**src/sinh_params.svh**
```systemverilog
//////////////////////////////
// Widths and constants for the sinh accelerator
// Elements are Q4.12 signed, inputs limited to magnitude 2.0
// Reciprocals are Q4.12, rounded to nearest
// No overflow saturation anywhere in the datapath
//////////////////////////////

`ifndef SINH_PARAMS_SVH
`define SINH_PARAMS_SVH

// Element width and fraction bits
`define SINH_DATA_W 16
`define SINH_FRAC   12

// Matrix dimension and index width
`define SINH_SIZE_W 8

// Series terms x, x^3/6, x^5/120, x^7/5040
`define SINH_TERMS  4

// 1/6, 1/20, 1/42 in Q4.12
`define SINH_RECIP_1 683
`define SINH_RECIP_2 205
`define SINH_RECIP_3 98

`endif

```
**src/sinh_pkg.sv**
```systemverilog
//////////////////////////////
// Shared types for the sinh accelerator
// Widths come from the params header
//////////////////////////////

`include "sinh_params.svh"

package sinh_pkg;

  // Q4.12 element value
  typedef logic signed [`SINH_DATA_W-1:0] data_t;

  // Matrix dimension or index
  typedef logic [`SINH_SIZE_W-1:0] size_t;

  // Series term counter
  typedef logic [$clog2(`SINH_TERMS)-1:0] term_t;

  // Scalar unit FSM
  typedef enum logic [2:0] {
    series_idle,
    series_square,
    series_scale_x2,
    series_scale_recip,
    series_done
  } series_state_t;

  // Row FSM
  typedef enum logic [1:0] {
    row_idle,
    row_wait_elem,
    row_busy
  } row_state_t;

  // Matrix FSM
  typedef enum logic [1:0] {
    mat_idle,
    mat_wait_row,
    mat_run_row
  } matrix_state_t;

  // One result moving up a layer, valid is a single-cycle pulse
  typedef struct packed {
    logic  valid;
    data_t data;
  } sinh_result_t;

endpackage

```
**src/sinh_matrix_sequencer.sv**
```systemverilog
//////////////////////////////
// Element-wise sinh over a matrix, top level
// START latches SIZE_I_IN and SIZE_J_IN, ignored while running
// DATA_IN_I_ENABLE opens a row, DATA_IN_J_ENABLE carries the rest
// DATA_OUT_J_ENABLE follows each accepted strobe by 10 cycles
// One element in flight, no back-pressure
// Sizes of zero are not supported
//////////////////////////////

`timescale 1ns/1ps

module sinh_matrix_sequencer
  import sinh_pkg::*;
(
  input  logic  CLK,
  input  logic  RST,
  input  logic  START,
  input  logic  DATA_IN_I_ENABLE,
  input  logic  DATA_IN_J_ENABLE,
  input  size_t SIZE_I_IN,
  input  size_t SIZE_J_IN,
  input  data_t DATA_IN,
  output logic  READY,
  output logic  DATA_OUT_I_ENABLE,
  output logic  DATA_OUT_J_ENABLE,
  output data_t DATA_OUT
);

  //////////////////////////////
  // Signals
  //////////////////////////////

  matrix_state_t state;

  // Latched sizes and current row
  size_t size_i_q;
  size_t size_j_q;
  size_t row_idx;

  // Vector sequencer side
  logic         vec_start;
  logic         vec_elem_valid;
  sinh_result_t vec_out;
  logic         row_done;
  logic         last_row;

  // Row opens on I strobe only
  assign vec_start = (state == mat_wait_row) && DATA_IN_I_ENABLE;

  // J strobes pass only inside a row
  assign vec_elem_valid = vec_start ||
                          ((state == mat_run_row) && DATA_IN_J_ENABLE);

  assign last_row = (row_idx == size_t'(size_i_q - size_t'(1)));

  //////////////////////////////
  // Vector sequencer
  //////////////////////////////

  sinh_vector_sequencer u_vector (
    .CLK        (CLK),
    .RST        (RST),
    .start      (vec_start),
    .row_len    (size_j_q),
    .elem_valid (vec_elem_valid),
    .elem       (DATA_IN),
    .elem_out   (vec_out),
    .row_done   (row_done)
  );

  //////////////////////////////
  // Matrix FSM and outputs
  //////////////////////////////

  always_ff @(posedge CLK or posedge RST) begin
    if (RST) begin
      state             <= mat_idle;
      size_i_q          <= '0;
      size_j_q          <= '0;
      row_idx           <= '0;
      READY             <= 1'b0;
      DATA_OUT_I_ENABLE <= 1'b0;
      DATA_OUT_J_ENABLE <= 1'b0;
      DATA_OUT          <= '0;
    end else begin
      // Strobes are single-cycle
      READY             <= 1'b0;
      DATA_OUT_I_ENABLE <= 1'b0;
      DATA_OUT_J_ENABLE <= 1'b0;

      // Every result goes out, DATA_OUT holds until the next one
      if (vec_out.valid) begin
        DATA_OUT_J_ENABLE <= 1'b1;
        DATA_OUT          <= vec_out.data;
      end

      case (state)
        mat_idle: begin
          if (START) begin
            size_i_q <= SIZE_I_IN;
            size_j_q <= SIZE_J_IN;
            row_idx  <= '0;
            state    <= mat_wait_row;
          end
        end
        mat_wait_row: begin
          // Vector sequencer started this cycle
          if (DATA_IN_I_ENABLE) begin
            state <= mat_run_row;
          end
        end
        mat_run_row: begin
          // End of row lines up with its last J strobe
          if (row_done) begin
            if (last_row) begin
              READY <= 1'b1;
              state <= mat_idle;
            end else begin
              DATA_OUT_I_ENABLE <= 1'b1;
              row_idx           <= row_idx + 1'b1;
              state             <= mat_wait_row;
            end
          end
        end
        default: begin
          state <= mat_idle;
        end
      endcase
    end
  end

endmodule

```
**src/sinh_scalar_series.sv**
```systemverilog
//////////////////////////////
// sinh(x) as x + x^3/6 + x^5/120 + x^7/5040 with one multiplier
// result.valid pulses 8 cycles after start
// start is ignored while a value is in progress
// Intermediates run at double width so x^3 at |x| = 2 does not wrap
// Every product is floored by an arithmetic shift of SINH_FRAC
//////////////////////////////

`timescale 1ns/1ps
`include "sinh_params.svh"

module sinh_scalar_series
  import sinh_pkg::*;
(
  input  logic         CLK,
  input  logic         RST,
  input  logic         start,
  input  data_t        operand,
  output sinh_result_t result
);

  // Internal width, and width of the raw product
  localparam int ACC_W  = 2 * `SINH_DATA_W;
  localparam int PROD_W = 2 * ACC_W;

  // Index of the x^7 term, counting from x^3 as zero
  localparam term_t LAST_TERM = term_t'(`SINH_TERMS - 2);

  //////////////////////////////
  // Signals
  //////////////////////////////

  series_state_t state;
  term_t         term_idx;

  // Operand, its square, current term, half-scaled term, running sum
  logic signed [ACC_W-1:0] x_q;
  logic signed [ACC_W-1:0] x2_q;
  logic signed [ACC_W-1:0] term_q;
  logic signed [ACC_W-1:0] tmp_q;
  logic signed [ACC_W-1:0] sum_q;

  // Shared multiplier
  logic signed [ACC_W-1:0]  mul_a;
  logic signed [ACC_W-1:0]  mul_b;
  logic signed [ACC_W-1:0]  recip;
  logic signed [PROD_W-1:0] product;
  logic signed [ACC_W-1:0]  scaled;

  //////////////////////////////
  // Datapath
  //////////////////////////////

  // Reciprocal for the term being built
  always_comb begin
    case (term_idx)
      2'd0:    recip = ACC_W'(`SINH_RECIP_1);
      2'd1:    recip = ACC_W'(`SINH_RECIP_2);
      default: recip = ACC_W'(`SINH_RECIP_3);
    endcase
  end

  // Multiplier steering by state
  always_comb begin
    case (state)
      series_square: begin
        mul_a = x_q;
        mul_b = x_q;
      end
      series_scale_x2: begin
        mul_a = term_q;
        mul_b = x2_q;
      end
      series_scale_recip: begin
        mul_a = tmp_q;
        mul_b = recip;
      end
      default: begin
        mul_a = '0;
        mul_b = '0;
      end
    endcase
  end

  assign product = mul_a * mul_b;

  // Arithmetic shift right by the fraction width, then truncate
  assign scaled = product[`SINH_FRAC +: ACC_W];

  // Payload registers
  always_ff @(posedge CLK) begin
    case (state)
      series_idle: begin
        if (start) begin
          // Series starts with the x term
          x_q    <= operand;
          term_q <= operand;
          sum_q  <= operand;
        end
      end
      series_square: begin
        x2_q <= scaled;
      end
      series_scale_x2: begin
        tmp_q <= scaled;
      end
      series_scale_recip: begin
        term_q <= scaled;
        sum_q  <= sum_q + scaled;
      end
      default: begin
      end
    endcase
  end

  //////////////////////////////
  // Control
  //////////////////////////////

  always_ff @(posedge CLK or posedge RST) begin
    if (RST) begin
      state    <= series_idle;
      term_idx <= '0;
      result   <= '0;
    end else begin
      result.valid <= 1'b0;
      case (state)
        series_idle: begin
          if (start) begin
            state <= series_square;
          end
        end
        series_square: begin
          term_idx <= '0;
          state    <= series_scale_x2;
        end
        series_scale_x2: begin
          state <= series_scale_recip;
        end
        series_scale_recip: begin
          // Two multiplies per higher term
          if (term_idx == LAST_TERM) begin
            state <= series_done;
          end else begin
            term_idx <= term_idx + 1'b1;
            state    <= series_scale_x2;
          end
        end
        series_done: begin
          // Sum fits the element width for |x| <= 2
          result.valid <= 1'b1;
          result.data  <= sum_q[`SINH_DATA_W-1:0];
          state        <= series_idle;
        end
        default: begin
          state <= series_idle;
        end
      endcase
    end
  end

endmodule

```
**src/sinh_vector_sequencer.sv**
```systemverilog
//////////////////////////////
// Runs one row of elements through the scalar unit
// start may come with the first elem_valid of the row
// elem_out.valid follows each accepted element by 9 cycles
// row_done pulses with the valid of the last element
// row_len of zero is not supported
//////////////////////////////

`timescale 1ns/1ps

module sinh_vector_sequencer
  import sinh_pkg::*;
(
  input  logic         CLK,
  input  logic         RST,
  input  logic         start,
  input  size_t        row_len,
  input  logic         elem_valid,
  input  data_t        elem,
  output sinh_result_t elem_out,
  output logic         row_done
);

  //////////////////////////////
  // Signals
  //////////////////////////////

  row_state_t   state;
  size_t        row_len_q;
  size_t        col_idx;
  sinh_result_t scal_result;

  // Element taken this cycle
  logic accept;
  logic last_col;

  // Element accepted when waiting, or together with start
  assign accept = elem_valid &&
                  ((state == row_wait_elem) || ((state == row_idle) && start));

  assign last_col = (col_idx == size_t'(row_len_q - size_t'(1)));

  //////////////////////////////
  // Scalar unit
  //////////////////////////////

  // Scalar unit latches elem itself on start
  sinh_scalar_series u_scalar (
    .CLK     (CLK),
    .RST     (RST),
    .start   (accept),
    .operand (elem),
    .result  (scal_result)
  );

  //////////////////////////////
  // Row FSM
  //////////////////////////////

  always_ff @(posedge CLK or posedge RST) begin
    if (RST) begin
      state     <= row_idle;
      row_len_q <= '0;
      col_idx   <= '0;
      elem_out  <= '0;
      row_done  <= 1'b0;
    end else begin
      elem_out.valid <= 1'b0;
      row_done       <= 1'b0;
      case (state)
        row_idle: begin
          if (start) begin
            row_len_q <= row_len;
            col_idx   <= '0;
            // First element may already be here
            state     <= accept ? row_busy : row_wait_elem;
          end
        end
        row_wait_elem: begin
          if (accept) begin
            state <= row_busy;
          end
        end
        row_busy: begin
          // Strobes seen here are dropped
          if (scal_result.valid) begin
            elem_out <= scal_result;
            if (last_col) begin
              row_done <= 1'b1;
              state    <= row_idle;
            end else begin
              col_idx <= col_idx + 1'b1;
              state   <= row_wait_elem;
            end
          end
        end
        default: begin
          state <= row_idle;
        end
      endcase
    end
  end

endmodule

```
**config.mk**
```make
export PLATFORM = sky130hd
export DESIGN_NAME = sinh_matrix_sequencer
export DESIGN_NICKNAME = d
export VERILOG_FILES = /design/src/sinh_pkg.sv /design/src/sinh_matrix_sequencer.sv /design/src/sinh_scalar_series.sv /design/src/sinh_vector_sequencer.sv
export VERILOG_INCLUDE_DIRS = /design/src
export SDC_FILE = /design/constraint.sdc
export NUM_CORES = 2
export LEC_CHECK = 0
export ABC_AREA = 0
export BUFFER_PORTS_ARGS = -buffer_cell sky130_fd_sc_hd__buf_2
export CORE_MARGIN = 2
export CORE_UTILIZATION = 55
export CTS_CLUSTER_DIAMETER = 60
export DETAILED_ROUTE_END_ITERATION = 8
export PLACE_DENSITY = 0.71
export SKIP_LAST_GASP = 1
export SLEW_MARGIN = 15
export SYNTH_ARGS = -nofsm -noshare
export SYNTH_HDL_FRONTEND = slang
export SYNTH_HIERARCHICAL = 1
export SYNTH_SLANG_ARGS = --single-unit
```
**constraint.sdc**
```tcl
create_clock -name CLK -period 14.1 [get_ports CLK]
set_input_delay 0 -clock CLK [delete_from_list [all_inputs] [get_ports CLK]]
set_output_delay 0 -clock CLK [all_outputs]
set_load 0.03 [all_outputs]
```
Yosys cells after proc, flatten, opt, wreduce, memory -nomap -nowiden

Index checks and enable logic that the tools add are counted.

Output and inout bits: 19
ROM bits: 0
Word-level logic and storage cells: 119
Bits in latches: 0
Register bits after elaboration: 247
Bits of input ports: 37
RAM bits: 0
Memories: 0

Shift operators: 0
$add $sub $neg: 6
Divide/modulo/power cells: 0
Muxes and demuxes: 43
Equality and inequality tests: 22
Magnitude comparators: 0
Reduce and logical (&&, ||, !) cells: 24
Bitwise operators: 0
$mul: 1

Operators with widths:

| kind                                              | count |
|---|---|
| one-hot mux 32 bit (3 select lines)               | 2 |
| one-hot mux 32 bit (2 select lines)               | 2 |
| two-way mux 17 bit                                | 3 |
| two-way mux 8 bit                                 | 6 |
| multiplier 32 x 32 -> 44 bit                      | 1 |
| adder 32 bit                                      | 1 |
| two-way mux 32 bit                                | 1 |
| one-hot mux 8 bit (2 select lines)                | 2 |
| one-hot mux 10 bit (2 select lines)               | 1 |
| adder 8 x 1 -> 8 bit (second input constant)      | 2 |
| == test 8 bit                                     | 2 |
| two-way mux 2 bit                                 | 8 |
| subtractor 8 x 1 -> 8 bit (second input constant) | 2 |
| two-way mux 1 bit                                 | 12 |
| != test 2 bit (second input constant)             | 6 |
| one-hot mux 2 bit (3 select lines)                | 2 |
| one-hot mux 3 bit (4 select lines)                | 1 |
| AND reduction 2 bit                               | 6 |
| != test 2 x 1 -> 1 bit (second input constant)    | 4 |
| AND reduction 4 bit                               | 2 |
| nonzero test 2 bit                                | 4 |
| == test 2 x 1 -> 1 bit (second input constant)    | 3 |
| == test 2 bit (second input constant)             | 3 |
| == test 3 x 2 -> 1 bit (second input constant)    | 2 |
| 10 further kinds                                  | 18 |

Depth between registers and ports, before layout

Depth in word-level cells: 8
Gate-level depth with buffers: 43
Mapped depth without buffers: 41

Cells and area by module

The synthesis kept the hierarchy.

Modules (own cells, without submodules):

| module                | area each (um^2) | seq. area each (um^2) | times used | cells each |
|---|---|---|---|---|
| sinh_scalar_series    | 32147.1          | 4394.2                | 1          | 3404 |
| sinh_matrix_sequencer | 2100.8           | 1126.1                | 1          | 203 |
| sinh_vector_sequencer | 1790.5           | 900.9                 | 1          | 208 |

Worst setup path after synthesis

No wires, ideal clock.

Path type: reg2reg
Start: register u_vector.u_scalar.state[2]
End: register u_vector.u_scalar.sum_q[15], data pin
Cell stages (with the launch flop): 39
Path slack: 3879 ps
Period minus slack after synthesis: 10221 ps
Buffers on the path: 4
Data arrival time: 9951 ps
Required time: 13830 ps
Setup time: 270 ps
Cells stage by stage: dfrtp_1 nand2b_1 nor2_1 buf_2 buf_2 buf_1 buf_1 a22oi_1 nor2_1 fa_1 fa_1 ha_1 inv_1 fa_1 inv_1 ha_1 ha_1 fa_1 (+3 left out) nor4_2 a21oi_2 nor2b_1 nor2_1 xnor2_1 ha_1 a21o_1 a21oi_1 o21bai_1 a21oi_1 nor2b_1 o21a_1 o31a_1 o41ai_1 o21ai_0 a31oi_1 xnor2_1 a21oi_1

Word-level cells in the longest chain between the ends: 5
Elaborated cells between the ends (all ways): 9
Classes of those cells: add/sub (1); mul (1); eq/ne (3); mux (3); reduce/logical (1)

Ends and longest elaborated chain:

| item                                                                    | line                      | RTL |
|---|---|---|
| start: declaration                                                      | sinh_scalar_series.sv:33  | `series_state_t state;` |
| start signal: assignment                                                | sinh_scalar_series.sv:122 | `state <= series_idle;` |
| start signal: assignment                                                | sinh_scalar_series.sv:130 | `state <= series_square;` |
| start signal: assignment                                                | sinh_scalar_series.sv:135 | `state <= series_scale_x2;` |
| == test 3 x 2 -> 1 bit / == test 3 x 1 -> 1 bit (equally long branches) | sinh_scalar_series.sv:65  | `case (state)` |
| one-hot mux 32 bit (3 select lines)                                     | sinh_scalar_series.sv:65  |  |
| multiplier 32 x 32 -> 44 bit *                                          | sinh_scalar_series.sv:85  | `assign product = mul_a * mul_b;` |
| net u_vector.u_scalar.product[13]                                       | sinh_scalar_series.sv:47  | `logic signed [PROD_W-1:0] product;` |
| adder 32 bit *                                                          | sinh_scalar_series.sv:109 | `sum_q <= sum_q + scaled;` |
| one-hot mux 32 bit (2 select lines) *                                   | sinh_scalar_series.sv:92  | `case (state)` |
| end signal: assignment                                                  | sinh_scalar_series.sv:98  | `sum_q <= operand;` |
| end signal: assignment                                                  | sinh_scalar_series.sv:109 |  |
| end: declaration                                                        | sinh_scalar_series.sv:41  | `logic signed [ACC_W-1:0] sum_q;` |

The timed path passes the listed nets; every way through them passes the cells marked *.
A chain may end at the register's enable or synchronous reset.

Final worst setup path

Ends and elaborated chain as after synthesis.

==> flow_metrics.tcl <==
set metrics [dict create \
    netlist-cell-type-count 83 \
    final.setup.worst_slack_ps 2710 \
    layout.nets 4795 \
    crit_fanout 60 \
    final_max_slew_viol_count 0 \
    r2r_setup_slack_ps 2710 \
    drive_above_1_share_pct 7.02 \
    portBuffers 55 \
    hold_slack_ps 55.3 \
    grt_max_degree 72 \
    worstHoldPathType "in2reg" \
    async_reset_ff_share_pct 44.6 \
    avgSynthCellArea_sq_um 9.45 \
    clk_latency_ps 540 \
    clkTransAtPathRegs_ps 60 \
    place_congestion 0.963 \
    yosysSeqAreaShare_pct 17.8 \
    grt_pass1_vias 28463 \
    grt.overflow.total 0 \
    r2r-end "u_vector/u_scalar/sum_q[15]" \
    antenna_cells 0 \
    holdCritStartpoint "START" \
    initial_core_util_pct 55.8 \
    clockBufferDepth 3 \
    period_share_pct 80.8 \
    reg2reg_from "u_vector/u_scalar/state[2]" \
    finalWirelength_microns 102000 \
    synth.area.top_cells "fa_1, edfxtp_1, inv_1" \
    grt_first_pass_wirelength_microns 162000 \
    die_y_microns 260 \
    wl_per_cell_microns 21.7 \
    postRouteAntennaNets 0 \
    firstDrtPassIters 6 \
    drt_first_iter_violations 2502 \
    finish.utilization_pct 59.6 \
    cp-start-kind "flop" \
    dpl.hpwl_microns 78400 \
    cp_slowest_stage_delay_ps 1080 \
    worstPathArrival_ps 11610 \
    clockRootBuffer "clkbuf_16" \
    ys_ff_latch 231 \
    whs_endpoint "size_i_q[4]" \
    cp.required_ps 14320 \
    syn2layout_area_growth_pct 6.82 \
    outcome "finished, final reports clean" \
    worst_setup_path_end_kind "flop" \
    htree_levels 1 \
    hold_violations 0 \
    core-area_sq_um 64600 \
    crit_family "adder cells" \
    via_count 26805 \
    relSlewSlack_pct 15.9 \
    synth_top_area_share_pct 41.4 \
    fmax_ghz 0.0878 \
    fin_skew_ps 37.1 \
    die_w_microns 260 \
    drc 0 \
    setup_viol 0 \
    antenna_found_initial 3 \
    cts_resized 0 \
    drv_cap 0 \
    synth_edf_count 128 \
    ys.flop_type "edfxtp_1" \
    cp_slowest_cell "a22o_1" \
    fin_crit_ps 11390 \
    synth_area_sq_um 36000 \
    post_cts_buffers 0 \
    tns_ps 0 \
    rsz0062_at_grt "false" \
    cts_tree "yes" \
    vias_per_cell 5.70 \
    criticalPathCategory "reg2reg" \
    reg2regPathDepth 36 \
    syn_inst 3815 \
    ios 56 \
    syn_nets 4782 \
    num_rows 93 \
    holdPathStages 4 \
    cts_hold_buf 43 \
    netlist.top_cell.by_area "fa_1" \
    yosysWarningCount 6 \
    tightest_slew_ps 1260 \
    cts_sinks 231 \
    track_usage_pct 31.7 \
    numCtsBuffers 24 \
    dpl_worst_slack_ps 2940 \
    dieArea_sq_um 67600 \
    critPathBufInv 8 \
]
==> tightest hold or removal path, delay by kind of cell <==
kind                   cells  cell delay [ps]
AND/OR/NAND/NOR            3              430
buffers and inverters      1              100
==> cells by family (layout without fill, tap and decap cells) <==
group / count (synthesis) / after routing / share of synthesized area, %
XOR/XNOR: 110 / 110 / 2.69
adder cells (fa/ha/maj): 930 / 930 / 47.8
AO/OA/AOI/OAI: 291 / 291 / 5.94
buffers and inverters: 953 / 984 / 10.1
flip-flops: 231 / 231 / 17.8
AND/OR/NAND/NOR: 1252 / 1252 / 14.1
multiplexers: 48 / 48 / 1.48
==> per-layer routing <==
layer  track usage [%]  part of all wire (%)  vias to the layer above
li1                  -                     -                    11488
met1              43.3                    39                    13612
met2              50.0                    45                     1387
met3              6.25                    11                      314
met4              12.9                   5.2                        4
met5                 0                 0.024                        -
==> flip-flops by register name (all words and copies together) (netlist names), 2 cells and up <==
register                    cells
u_vector/u_scalar/term_q       32
u_vector/u_scalar/tmp_q        32
u_vector/u_scalar/x2_q         32
u_vector/elem_out              17
u_vector/u_scalar/result       17
DATA_OUT                       16
u_vector/u_scalar/sum_q        16
u_vector/u_scalar/x_q          16
row_idx                         8
size_i_q                        8
size_j_q                        8
u_vector/col_idx                8
u_vector/row_len_q              8
u_vector/u_scalar/state         3
state                           2
u_vector/state                  2
u_vector/u_scalar/term_idx      2
==> layout make-up <==
class	count	area [sq um]
fillers	5455	26100
inverters	766	2880
clock inverters	8	70.1
repair buffers	174	1280
well taps	855	1070
clock buffers	36	703
flip-flops and latches	231	6420
multi-input cells	2631	26100
==> placed cells by master, fill, tap and decap left out, types with 7 or more instances in the layout <==
cell,count
o21bai_1,11
inv_1,763
a221oi_2,11
dfrtp_1,103
a21o_1,47
a22o_1,10
a22oi_1,7
ha_1,184
buf_4,76
o21ai_0,40
nor3_1,9
nand2_1,664
nor2_1,442
edfxtp_1,128
fa_1,746
a21oi_1,66
a221o_1,16
nand3_1,30
or3_1,7
clkbuf_16,24
xor2_1,27
nor2b_1,21
xnor2_1,82
o211ai_1,10
nand2b_1,16
a21oi_2,9
nand4_1,9
a221oi_1,8
dlygate4sd3_1,43
buf_2,55
mux2_2,43
==> synth_stat cells, drive strengths merged (8+ instances only) <==
master,instances
inv,765
fa,746
nand2,665
nor2,445
ha,184
clkbuf,141
edfxtp,128
dfrtp,103
xnor2,83
a21oi,77
a21o,47
buf,46
o21ai,44
mux2,43
nand3,30
xor2,27
nor2b,21
a221oi,20
a221o,17
nand2b,16
and2,12
o211ai,11
o21bai,11
a22o,10
nor3,10
nand4,9
or3,8
==> how the worst max path moves through the flow <==
stage / from / to / cells past startpoint
floorplan: u_vector/u_scalar/state[2] / u_vector/u_scalar/sum_q[15] / 38
global placement: u_vector/u_scalar/state[2] / u_vector/u_scalar/sum_q[15] / 36
detailed placement: u_vector/u_scalar/state[2] / u_vector/u_scalar/sum_q[15] / 36
CTS: u_vector/u_scalar/state[2] / u_vector/u_scalar/sum_q[15] / 36
global route: u_vector/u_scalar/state[2] / u_vector/u_scalar/sum_q[15] / 36
finish: u_vector/u_scalar/state[2] / u_vector/u_scalar/sum_q[15] / 36
==> per-stage QoR <==
| step | std cells | area [sq um] |
|---|---|---|
| 2_1_floorplan | 3815 | 36000 |
| 5_1_grt | 4701 | 38500 |
| 3_3_place_gp | 4614 | 37300 |
| 6_report | 4701 | 38500 |
| 3_5_place_dp | 4614 | 37300 |
| 4_1_cts | 4701 | 38500 |
Power is not shown: default switching activity piles up to over one toggle a cycle in this logic, so the estimate is an artifact.
